==> src/verilog/dbank_pkg.sv <==
package dbank_pkg;

  ////////////////////
  // Bank geometry
  ////////////////////

  // Interleaved SRAM macros
  localparam int N_SRAM = 4;
  // Low word address bits pick the macro
  localparam int SRAM_SEL_W = 2;
  // Row address inside one macro
  localparam int BLOCK_ADDR_W = 8;
  // Full word address of a command
  localparam int BNK_ADDR_W = SRAM_SEL_W + BLOCK_ADDR_W;

  ////////////////////
  // Data and command fields
  ////////////////////

  localparam int DATA_W = 32;
  // One mask bit per byte
  localparam int MASK_W = DATA_W / 8;
  localparam int ID_W = 2;
  // Beat count minus one
  localparam int LEN_W = 2;

  ////////////////////
  // Buffering
  ////////////////////

  // Read FIFO depth, equal to the starting read credit
  localparam int RD_FIFO_DEPTH = 4;
  localparam int RSP_FIFO_DEPTH = 2;
  localparam int CREDIT_W = $clog2(RD_FIFO_DEPTH + 1);

  // Read FIFO entry is {last, id, data}
  localparam int RD_ENTRY_W = 1 + ID_W + DATA_W;

endpackage

==> src/verilog/dbank_fifo.sv <==
`timescale 1ns/1ps

module dbank_fifo #(
  parameter int WIDTH = 8,
  parameter int DEPTH = 2
) (
  input  logic             clk,
  input  logic             rst_a,
  input  logic             push,
  input  logic             pop,
  input  logic [WIDTH-1:0] din,
  output logic             full,
  output logic             head_valid,
  output logic [WIDTH-1:0] head_data
);

  localparam int PTR_W = (DEPTH > 1) ? $clog2(DEPTH) : 1;
  localparam int CNT_W = $clog2(DEPTH + 1);

  logic [WIDTH-1:0] mem [DEPTH];
  logic [PTR_W-1:0] wr_ptr;
  logic [PTR_W-1:0] rd_ptr;
  logic [CNT_W-1:0] count;
  logic             do_push;
  logic             do_pop;

  // Push into a full FIFO or pop from an empty one is ignored
  assign do_push = push & !full;
  assign do_pop  = pop & head_valid;

  assign full       = (count == CNT_W'(DEPTH));
  assign head_valid = (count != '0);
  assign head_data  = mem[rd_ptr];

  always_ff @(posedge clk or posedge rst_a)
  begin
    if (rst_a)
    begin
      wr_ptr <= '0;
      rd_ptr <= '0;
      count  <= '0;
    end
    else
    begin
      if (do_push)
        wr_ptr <= (wr_ptr == PTR_W'(DEPTH - 1)) ? '0 : wr_ptr + 1'b1;
      if (do_pop)
        rd_ptr <= (rd_ptr == PTR_W'(DEPTH - 1)) ? '0 : rd_ptr + 1'b1;
      if (do_push && !do_pop)
        count <= count + 1'b1;
      else if (do_pop && !do_push)
        count <= count - 1'b1;
    end
  end

  always_ff @(posedge clk)
  begin
    if (do_push)
      mem[wr_ptr] <= din;
  end

endmodule

==> src/verilog/dbank_arbiter.sv <==
`timescale 1ns/1ps

module dbank_arbiter import dbank_pkg::*; (
  input  logic                    dbank_ctrl_clk,
  input  logic                    rst_a,
  input  logic                    rd_req,
  input  logic                    wr_req,
  input  logic                    rd_done,
  input  logic                    wr_done,
  output logic                    rd_gnt,
  output logic                    wr_gnt,
  input  logic [BLOCK_ADDR_W-1:0] rd_block_addr,
  input  logic [BLOCK_ADDR_W-1:0] wr_block_addr,
  output logic [BLOCK_ADDR_W-1:0] block_addr
);

  logic busy_r;
  logic own_wr_r;
  logic wr_pri_r;
  logic pick_wr;

  // Fresh pick when no burst holds the bank
  assign pick_wr = wr_req & (!rd_req | wr_pri_r);

  assign rd_gnt = busy_r ? !own_wr_r : (rd_req & !pick_wr);
  assign wr_gnt = busy_r ? own_wr_r : pick_wr;

  // Shared row address follows the owner
  assign block_addr = wr_gnt ? wr_block_addr : rd_block_addr;

  always_ff @(posedge dbank_ctrl_clk or posedge rst_a)
  begin
    if (rst_a)
    begin
      busy_r   <= 1'b0;
      own_wr_r <= 1'b0;
      wr_pri_r <= 1'b0;
    end
    else
    begin
      if (rd_done || wr_done)
      begin
        busy_r   <= 1'b0;
        // Other side goes first next time
        wr_pri_r <= rd_done;
      end
      else if (rd_gnt || wr_gnt)
        busy_r <= 1'b1;
      if (!busy_r)
        own_wr_r <= wr_gnt;
    end
  end

endmodule

==> src/verilog/dbank_rd_ctrl.sv <==
`timescale 1ns/1ps

module dbank_rd_ctrl import dbank_pkg::*; (
  input  logic                    dbank_ctrl_clk,
  input  logic                    rst_a,
  // Read command channel
  input  logic                    rd_cmd_valid,
  input  logic [BNK_ADDR_W-1:0]   rd_cmd_addr,
  input  logic [ID_W-1:0]         rd_cmd_id,
  input  logic [LEN_W-1:0]        rd_cmd_len,
  output logic                    rd_cmd_accept,
  // Credit and arbitration
  input  logic                    credit_ok,
  input  logic                    rd_gnt,
  output logic                    rd_req,
  output logic                    rd_done,
  // SRAM side
  output logic [BLOCK_ADDR_W-1:0] rd_block_addr,
  output logic [N_SRAM-1:0]       bnk_rd_en,
  // Beat info aligned with returning data
  output logic                    beat_valid,
  output logic                    beat_last,
  output logic [ID_W-1:0]         beat_id,
  output logic [N_SRAM-1:0]       beat_sel
);

  logic [LEN_W-1:0]      beat_cnt;
  logic [BNK_ADDR_W-1:0] beat_addr;
  logic [N_SRAM-1:0]     sel_onehot;
  logic                  issue;
  logic                  last;

  ////////////////////
  // Beat address
  ////////////////////

  // Wraps modulo the bank size
  assign beat_addr     = rd_cmd_addr + BNK_ADDR_W'(beat_cnt);
  assign sel_onehot    = N_SRAM'(1) << beat_addr[SRAM_SEL_W-1:0];
  assign rd_block_addr = beat_addr[BNK_ADDR_W-1:SRAM_SEL_W];

  // One beat per granted cycle, held off without credit
  assign rd_req = rd_cmd_valid & credit_ok;
  assign issue  = rd_req & rd_gnt;
  assign last   = (beat_cnt == rd_cmd_len);

  assign bnk_rd_en     = issue ? sel_onehot : '0;
  assign rd_done       = issue & last;
  assign rd_cmd_accept = rd_done;

  always_ff @(posedge dbank_ctrl_clk or posedge rst_a)
  begin
    if (rst_a)
    begin
      beat_cnt   <= '0;
      beat_valid <= 1'b0;
    end
    else
    begin
      beat_valid <= issue;
      if (issue)
        beat_cnt <= last ? '0 : beat_cnt + 1'b1;
    end
  end

  // Payload of the beat, valid alongside beat_valid
  always_ff @(posedge dbank_ctrl_clk)
  begin
    if (issue)
    begin
      beat_last <= last;
      beat_id   <= rd_cmd_id;
      beat_sel  <= sel_onehot;
    end
  end

endmodule

==> src/verilog/dbank_wr_ctrl.sv <==
`timescale 1ns/1ps

module dbank_wr_ctrl import dbank_pkg::*; (
  input  logic                    dbank_ctrl_clk,
  input  logic                    rst_a,
  // Write command channel
  input  logic                    wr_cmd_valid,
  input  logic [BNK_ADDR_W-1:0]   wr_cmd_addr,
  input  logic [ID_W-1:0]         wr_cmd_id,
  input  logic [LEN_W-1:0]        wr_cmd_len,
  output logic                    wr_cmd_accept,
  // Write data channel
  input  logic                    wr_valid,
  input  logic [DATA_W-1:0]       wr_data,
  input  logic [MASK_W-1:0]       wr_mask,
  output logic                    wr_accept,
  // Arbitration and response FIFO state
  input  logic                    wr_gnt,
  input  logic                    rsp_full,
  output logic                    wr_req,
  output logic                    wr_done,
  // SRAM side
  output logic [BLOCK_ADDR_W-1:0] wr_block_addr,
  output logic [N_SRAM-1:0]       bnk_wr_en,
  output logic [DATA_W-1:0]       bnk_wr_data,
  output logic [MASK_W-1:0]       bnk_wr_mask,
  // Response push
  output logic                    rsp_push,
  output logic [ID_W-1:0]         rsp_id
);

  logic [LEN_W-1:0]      beat_cnt;
  logic [BNK_ADDR_W-1:0] beat_addr;
  logic [N_SRAM-1:0]     sel_onehot;
  logic                  issue;
  logic                  last;

  ////////////////////
  // Beat address
  ////////////////////

  assign beat_addr     = wr_cmd_addr + BNK_ADDR_W'(beat_cnt);
  assign sel_onehot    = N_SRAM'(1) << beat_addr[SRAM_SEL_W-1:0];
  assign wr_block_addr = beat_addr[BNK_ADDR_W-1:SRAM_SEL_W];

  // Needs command, data and room for the response
  assign wr_req = wr_cmd_valid & wr_valid & !rsp_full;
  assign issue  = wr_req & wr_gnt;
  assign last   = (beat_cnt == wr_cmd_len);

  ////////////////////
  // SRAM write beat
  ////////////////////

  assign bnk_wr_en   = issue ? sel_onehot : '0;
  assign bnk_wr_data = wr_data;
  assign bnk_wr_mask = wr_mask;

  // Data beat is consumed with the SRAM write
  assign wr_accept = issue;

  // Command retires and response is queued on the last beat
  assign wr_done       = issue & last;
  assign wr_cmd_accept = wr_done;
  assign rsp_push      = wr_done;
  assign rsp_id        = wr_cmd_id;

  always_ff @(posedge dbank_ctrl_clk or posedge rst_a)
  begin
    if (rst_a)
    begin
      beat_cnt <= '0;
    end
    else if (issue)
    begin
      beat_cnt <= last ? '0 : beat_cnt + 1'b1;
    end
  end

endmodule

==> src/verilog/dbank_rd_return.sv <==
`timescale 1ns/1ps

module dbank_rd_return import dbank_pkg::*; (
  input  logic              dbank_ctrl_clk,
  input  logic              rst_a,
  input  logic              rd_issue,
  input  logic              beat_valid,
  input  logic              beat_last,
  input  logic [ID_W-1:0]   beat_id,
  input  logic [N_SRAM-1:0] beat_sel,
  input  logic [DATA_W-1:0] bnk_rd_data [N_SRAM],
  // Read data channel
  input  logic              rd_accept,
  output logic              rd_valid,
  output logic [DATA_W-1:0] rd_data,
  output logic [ID_W-1:0]   rd_id,
  output logic              rd_last,
  // Status
  output logic              credit_ok,
  output logic              rd_empty
);

  logic [DATA_W-1:0]     sel_data;
  logic [RD_ENTRY_W-1:0] fifo_in;
  logic [RD_ENTRY_W-1:0] fifo_out;
  logic                  fifo_full;
  logic                  fifo_pop;
  logic [CREDIT_W-1:0]   credit_r;

  // Only the addressed macro contributes
  always_comb
  begin
    sel_data = '0;
    for (int i = 0; i < N_SRAM; i++)
      if (beat_sel[i])
        sel_data |= bnk_rd_data[i];
  end

  assign fifo_in  = {beat_last, beat_id, sel_data};
  assign fifo_pop = rd_accept & rd_valid;

  dbank_fifo #(
    .WIDTH (RD_ENTRY_W),
    .DEPTH (RD_FIFO_DEPTH)
  ) u_rd_fifo (
    .clk        (dbank_ctrl_clk),
    .rst_a      (rst_a),
    .push       (beat_valid & !fifo_full),
    .pop        (fifo_pop),
    .din        (fifo_in),
    .full       (fifo_full),
    .head_valid (rd_valid),
    .head_data  (fifo_out)
  );

  assign {rd_last, rd_id, rd_data} = fifo_out;

  ////////////////////
  // Read credit
  ////////////////////

  // One credit per FIFO entry, so issued beats always find room
  assign credit_ok = (credit_r != '0);
  // All credits home means no beat in flight and an empty FIFO
  assign rd_empty  = (credit_r == CREDIT_W'(RD_FIFO_DEPTH));

  always_ff @(posedge dbank_ctrl_clk or posedge rst_a)
  begin
    if (rst_a)
      credit_r <= CREDIT_W'(RD_FIFO_DEPTH);
    else if (rd_issue && !fifo_pop)
      credit_r <= credit_r - 1'b1;
    else if (fifo_pop && !rd_issue)
      credit_r <= credit_r + 1'b1;
  end

endmodule

==> src/verilog/dbank_top.sv <==
`timescale 1ns/1ps

module dbank_top import dbank_pkg::*; (
  input  logic                    dbank_ctrl_clk,
  input  logic                    rst_a,
  // Read command channel
  input  logic                    rd_cmd_valid,
  input  logic [BNK_ADDR_W-1:0]   rd_cmd_addr,
  input  logic [ID_W-1:0]         rd_cmd_id,
  input  logic [LEN_W-1:0]        rd_cmd_len,
  output logic                    rd_cmd_accept,
  // Write command channel
  input  logic                    wr_cmd_valid,
  input  logic [BNK_ADDR_W-1:0]   wr_cmd_addr,
  input  logic [ID_W-1:0]         wr_cmd_id,
  input  logic [LEN_W-1:0]        wr_cmd_len,
  output logic                    wr_cmd_accept,
  // Write data channel
  input  logic                    wr_valid,
  input  logic [DATA_W-1:0]       wr_data,
  input  logic [MASK_W-1:0]       wr_mask,
  output logic                    wr_accept,
  // Read data channel
  output logic                    rd_valid,
  output logic [DATA_W-1:0]       rd_data,
  output logic [ID_W-1:0]         rd_id,
  output logic                    rd_last,
  input  logic                    rd_accept,
  // SRAM macros
  output logic [BLOCK_ADDR_W-1:0] block_addr,
  output logic [N_SRAM-1:0]       bnk_rd_en,
  input  logic [DATA_W-1:0]       bnk_rd_data [N_SRAM],
  output logic [N_SRAM-1:0]       bnk_wr_en,
  output logic [DATA_W-1:0]       bnk_wr_data,
  output logic [MASK_W-1:0]       bnk_wr_mask,
  // Write response channel
  output logic                    rsp_valid,
  output logic [ID_W-1:0]         rsp_id,
  input  logic                    rsp_accept,
  output logic                    dbank_idle
);

  logic                    rd_req;
  logic                    wr_req;
  logic                    rd_gnt;
  logic                    wr_gnt;
  logic                    rd_done;
  logic                    wr_done;
  logic [BLOCK_ADDR_W-1:0] rd_block_addr;
  logic [BLOCK_ADDR_W-1:0] wr_block_addr;
  logic                    credit_ok;
  logic                    rd_empty;
  logic                    beat_valid;
  logic                    beat_last;
  logic [ID_W-1:0]         beat_id;
  logic [N_SRAM-1:0]       beat_sel;
  logic                    rsp_full;
  logic                    rsp_push;
  logic [ID_W-1:0]         rsp_push_id;

  ////////////////////
  // Arbitration
  ////////////////////

  dbank_arbiter u_arbiter (
    .dbank_ctrl_clk (dbank_ctrl_clk),
    .rst_a          (rst_a),
    .rd_req         (rd_req),
    .wr_req         (wr_req),
    .rd_done        (rd_done),
    .wr_done        (wr_done),
    .rd_gnt         (rd_gnt),
    .wr_gnt         (wr_gnt),
    .rd_block_addr  (rd_block_addr),
    .wr_block_addr  (wr_block_addr),
    .block_addr     (block_addr)
  );

  ////////////////////
  // Read path
  ////////////////////

  dbank_rd_ctrl u_rd_ctrl (
    .dbank_ctrl_clk (dbank_ctrl_clk),
    .rst_a          (rst_a),
    .rd_cmd_valid   (rd_cmd_valid),
    .rd_cmd_addr    (rd_cmd_addr),
    .rd_cmd_id      (rd_cmd_id),
    .rd_cmd_len     (rd_cmd_len),
    .rd_cmd_accept  (rd_cmd_accept),
    .credit_ok      (credit_ok),
    .rd_gnt         (rd_gnt),
    .rd_req         (rd_req),
    .rd_done        (rd_done),
    .rd_block_addr  (rd_block_addr),
    .bnk_rd_en      (bnk_rd_en),
    .beat_valid     (beat_valid),
    .beat_last      (beat_last),
    .beat_id        (beat_id),
    .beat_sel       (beat_sel)
  );

  dbank_rd_return u_rd_return (
    .dbank_ctrl_clk (dbank_ctrl_clk),
    .rst_a          (rst_a),
    .rd_issue       (|bnk_rd_en),
    .beat_valid     (beat_valid),
    .beat_last      (beat_last),
    .beat_id        (beat_id),
    .beat_sel       (beat_sel),
    .bnk_rd_data    (bnk_rd_data),
    .rd_accept      (rd_accept),
    .rd_valid       (rd_valid),
    .rd_data        (rd_data),
    .rd_id          (rd_id),
    .rd_last        (rd_last),
    .credit_ok      (credit_ok),
    .rd_empty       (rd_empty)
  );

  ////////////////////
  // Write path
  ////////////////////

  dbank_wr_ctrl u_wr_ctrl (
    .dbank_ctrl_clk (dbank_ctrl_clk),
    .rst_a          (rst_a),
    .wr_cmd_valid   (wr_cmd_valid),
    .wr_cmd_addr    (wr_cmd_addr),
    .wr_cmd_id      (wr_cmd_id),
    .wr_cmd_len     (wr_cmd_len),
    .wr_cmd_accept  (wr_cmd_accept),
    .wr_valid       (wr_valid),
    .wr_data        (wr_data),
    .wr_mask        (wr_mask),
    .wr_accept      (wr_accept),
    .wr_gnt         (wr_gnt),
    .rsp_full       (rsp_full),
    .wr_req         (wr_req),
    .wr_done        (wr_done),
    .wr_block_addr  (wr_block_addr),
    .bnk_wr_en      (bnk_wr_en),
    .bnk_wr_data    (bnk_wr_data),
    .bnk_wr_mask    (bnk_wr_mask),
    .rsp_push       (rsp_push),
    .rsp_id         (rsp_push_id)
  );

  // Response skid FIFO
  dbank_fifo #(
    .WIDTH (ID_W),
    .DEPTH (RSP_FIFO_DEPTH)
  ) u_rsp_fifo (
    .clk        (dbank_ctrl_clk),
    .rst_a      (rst_a),
    .push       (rsp_push),
    .pop        (rsp_accept),
    .din        (rsp_push_id),
    .full       (rsp_full),
    .head_valid (rsp_valid),
    .head_data  (rsp_id)
  );

  // Commands stay valid until their last beat, so they cover bursts in flight
  assign dbank_idle = !rd_cmd_valid & !wr_cmd_valid & !wr_valid & rd_empty & !rsp_valid;

endmodule

==> config.mk <==
export PLATFORM = sky130hd
export DESIGN_NAME = dbank_top
export DESIGN_NICKNAME = d
export VERILOG_FILES = /design/src/verilog/dbank_pkg.sv /design/src/verilog/dbank_fifo.sv /design/src/verilog/dbank_arbiter.sv /design/src/verilog/dbank_rd_ctrl.sv /design/src/verilog/dbank_wr_ctrl.sv /design/src/verilog/dbank_rd_return.sv /design/src/verilog/dbank_top.sv
export SDC_FILE = /design/constraint.sdc
export NUM_CORES = 1
export LEC_CHECK = 0
export BUFFER_PORTS_ARGS = -buffer_cell sky130_fd_sc_hd__buf_2
export CORE_AREA = 3 3 127 129
export DETAILED_ROUTE_END_ITERATION = 8
export DIE_AREA = 0 0 130 132
export GPL_TIMING_DRIVEN = 1
export PLACE_DENSITY = 0.91
export SYNTH_ARGS = -nofsm -noshare
export SYNTH_HDL_FRONTEND = slang
export SYNTH_SLANG_ARGS = --single-unit
==> constraint.sdc <==
create_clock -name dbank_ctrl_clk -period 3.6 [get_ports dbank_ctrl_clk]
set_clock_uncertainty 0.05 [all_clocks]
set_input_delay 0.72 -clock dbank_ctrl_clk [delete_from_list [all_inputs] [get_ports dbank_ctrl_clk]]
set_output_delay 0.72 -clock dbank_ctrl_clk [all_outputs]
set_load 0.1 [all_outputs]
==> metrics.txt <==
status=finished, final reports clean; H-tree depth=4; asr flop ratio synth=between 10% and 20%; worst skew pair latency=about 0.42 ns; Vias/cell=about 5.7; design area=0.00987 sq mm; CTS Sinks=approximately 170; simple logic cell fraction of the synthesized area=about 6.3%; Mapped Nets=749; CP Cell Sequence=inv_1, o211ai_2, o31a_1, mux2i_2, buf_2; initial cell density of the core=~54%; Post-CTS Setup Inserts=0; Final Core Density=65.2%; VDD IR max=approximately 770 uV; final slew viol count=0; post-synthesis mux area share=a little under an eighth; ANT nets after route=0; Synth Instances=~530; CP bufs+invs=2; static leakage=approximately 3.9 nW; CTS tree=done; CP Class=flip-flop to output pin; pin count of the biggest net entering global routing=36; part of the cycle the worst path needs=approximately 94%; Seq/Total Area, Yosys=approximately 62%; CTS buffer count=17; pre-CTS WS=0.324 ns; # fillers=1077; worst-path fanout max=9; largest family of logic cells by synthesized area=multiplexers; leading cell types in the layout, fill and taps excluded=221 x buf_2, 151 x edfxtp_1, 64 x a22oi_1; routed vias=~5200; Post-route DRC=0; power density over the cells=about 1100 mW/mm^2; Max stage delay on crit path=0.61 ns; first-pass GRT wire length=around 28 mm; Synth Register Bits=173; global-route usage over all layers=21.4%; Routability Congestion=between 0.8 and 0.9; Main synth FF type=edfxtp_1; WP data required=between 2 and 3 ns; Cell variety after synth=48; Die H=about 130 microns; drt wl/cell=between 15 and 20 microns; hold buffer count at CTS=0; Area after DPL=0.00927 sq mm; Post-Synth XOR/XNOR Area=under 10%; RSZ-0062 raised after global routing=false; final setup fails=0; top cell family by delay on the critical path=compound AO/OA/AOI/OAI gates; Pre-antenna DRT Iters=6; Resized Gates After CTS=0; Tmin final=~3.4 ns; min-delay worst type=primary input to flip-flop; area growth from synthesis to layout=21.0%; CP arrival=around 2.6 ns; slack of the critical path=0.208 ns; GRT overflow=0; fmax=just under 300 MHz; Ys Warns=0; vias in the first global route=5424; commonest non-fill, non-tap cell in the layout=buf_2; Slew @ Worst Pin=around 0.97 ns; clock root cell=clkbuf_16; Crit. End Element=output pin; DRT iter0 DRCs=between 400 and 500; num ports=between 200 and 300; share of layout cells above drive strength 1=44.9%; Worst-path clk slew=around 0.060 ns; initial antenna violation count=0; critical path launch point type=flip-flop; Post-synth EDFFs=151; Final Net Count=about 940; Relative slew margins=between 30% and 40%; row count=between 40 and 50; post-synthesis compound-gate area fraction=between 8 and 9%; Avg Cell Area, Syn=15.3 sq um; Core Area=approximately 0.015 sq mm; Die ar.=between 0.015 and 0.02 sq mm; Die X=130 microns; final hold vios=0; post-synthesis adder-cell area fraction=under 10%; Ant. Diodes=0; Detailed Route WL=18.4 mm; max_cap viols=0; placed wire-length estimate=about 13 mm; Mapped Area=0.00816 sq mm; I/O Buffers=around 220; slowest CP cell=o31a_1; Max clock buf depth=2
report_power, final:
group | leakage [nW] | switching, mW | internal (mW) | total (mW)
Sequential | 1.62 | 0.348 | 3.00 | 3.35
Combinational | 1.94 | 4.09 | 1.32 | 5.41
Clock | 0.290 | 0.732 | 1.10 | 1.83
through the flow:
| stage | hold slack (ns) | power [mW] | setup TNS (ns) | instances |
|---|---|---|---|---|
| global placement | 0.432 | 8.69 | 0 | 891 |
| CTS | 0.404 | 10.7 | 0 | 923 |
| floorplan | 0.405 | 7.96 | -0.222 | 534 |
| global route | 0.406 | 11.0 | 0 | 923 |
| finish | 0.423 | 10.6 | 0 | 923 |
| detailed placement | 0.434 | 8.82 | 0 | 891 |
cell type report:
type                    instances  area, sq um  share of cell area (%)
clock inverters                12          163                    1.65
well taps                     188          235                    2.38
repair buffers                227         1180                    11.9
multi-input cells             286         2710                    27.4
clock buffers                  20          437                    4.42
flip-flops and latches        173         5090                    51.6
inverters                      17         63.8                   0.647
logic make-up after synthesis:
family / after synthesis
AO/OA/AOI/OAI: 87
XOR/XNOR: 31
adder cells (fa/ha/maj): 16
buffers and inverters: 75
flip-flops: 173
multiplexers: 48
AND/OR/NAND/NOR: 104
state kept, by name, summed over array words and instances (netlist names), 2 cells and up:
register                      cells
u_rd_ctrl.beat_cnt                2
u_rd_ctrl.beat_id                 2
u_rd_ctrl.beat_sel                4
u_rd_return.credit_r              3
u_rd_return.u_rd_fifo.count       3
u_rd_return.u_rd_fifo.mem       140
u_rd_return.u_rd_fifo.rd_ptr      2
u_rd_return.u_rd_fifo.wr_ptr      2
u_rsp_fifo.count                  2
u_rsp_fifo.mem                    4
u_wr_ctrl.beat_cnt                2
layer usage:
| layer | share of wire (%) | up-vias | track usage, % | wire length (microns) |
|---|---|---|---|---|
| li1 | - | 2414 | - | - |
| met1 | 37 | 2565 | 23.6 | 6850 |
| met2 | 54 | 248 | 38.7 | 9870 |
| met3 | 8.2 | 21 | 7.33 | 1510 |
| met4 | 1.0 | 0 | 6.35 | 191 |
| met5 | 0 | - | 0 | 0 |
cells in the mapped netlist, types with 3 or more instances:
master    number  area [sq um]
nand2b_1       4          25.0
a22oi_1       64           480
fa_1           4          80.1
xor2_1         9          78.8
nand2_1       44           165
xnor2_1       22           193
nor2_1        10          37.5
nor3_1        11          55.1
and2_1         9          56.3
o21ai_0        4          20.0
dfrtp_1       21           526
buf_2          4          20.0
mux4_2        35           788
buf_4         38           285
inv_2          3          11.3
clkbuf_1      15          56.3
ha_1          12           150
inv_1         14          52.6
nor2b_1        4          25.0
edfxtp_1     151          4530
a21oi_1        4          20.0
nand3_1        8          40.0
mux2_2         4          45.0
mux2i_1        9          90.1
worst paths after layout:
| check | to | from | cells past startpoint | slack (ns) |
|---|---|---|---|---|
| worst min register to register | u_rd_return.u_rd_fifo.mem[2][32] | u_rd_ctrl.beat_id[0] | 0 | 0.44 |
| worst max-delay path | block_addr[2] | u_rsp_fifo.count[1] | 5 | 0.21 |
| max in group asynchronous | u_rd_return.u_rd_fifo.rd_ptr[0] | rst_a | 2 | 2.47 |
| min in group asynchronous | u_rd_ctrl.beat_cnt[0] | rst_a | 2 | 0.43 |
| worst min-delay path | u_rd_ctrl.beat_id[0] | rd_cmd_id[0] | 1 | 0.42 |
| worst max register to register | u_rd_return.credit_r[2] | u_rd_return.credit_r[2] | 10 | 1.17 |
Note: power is estimated with default switching activity, not from simulation.
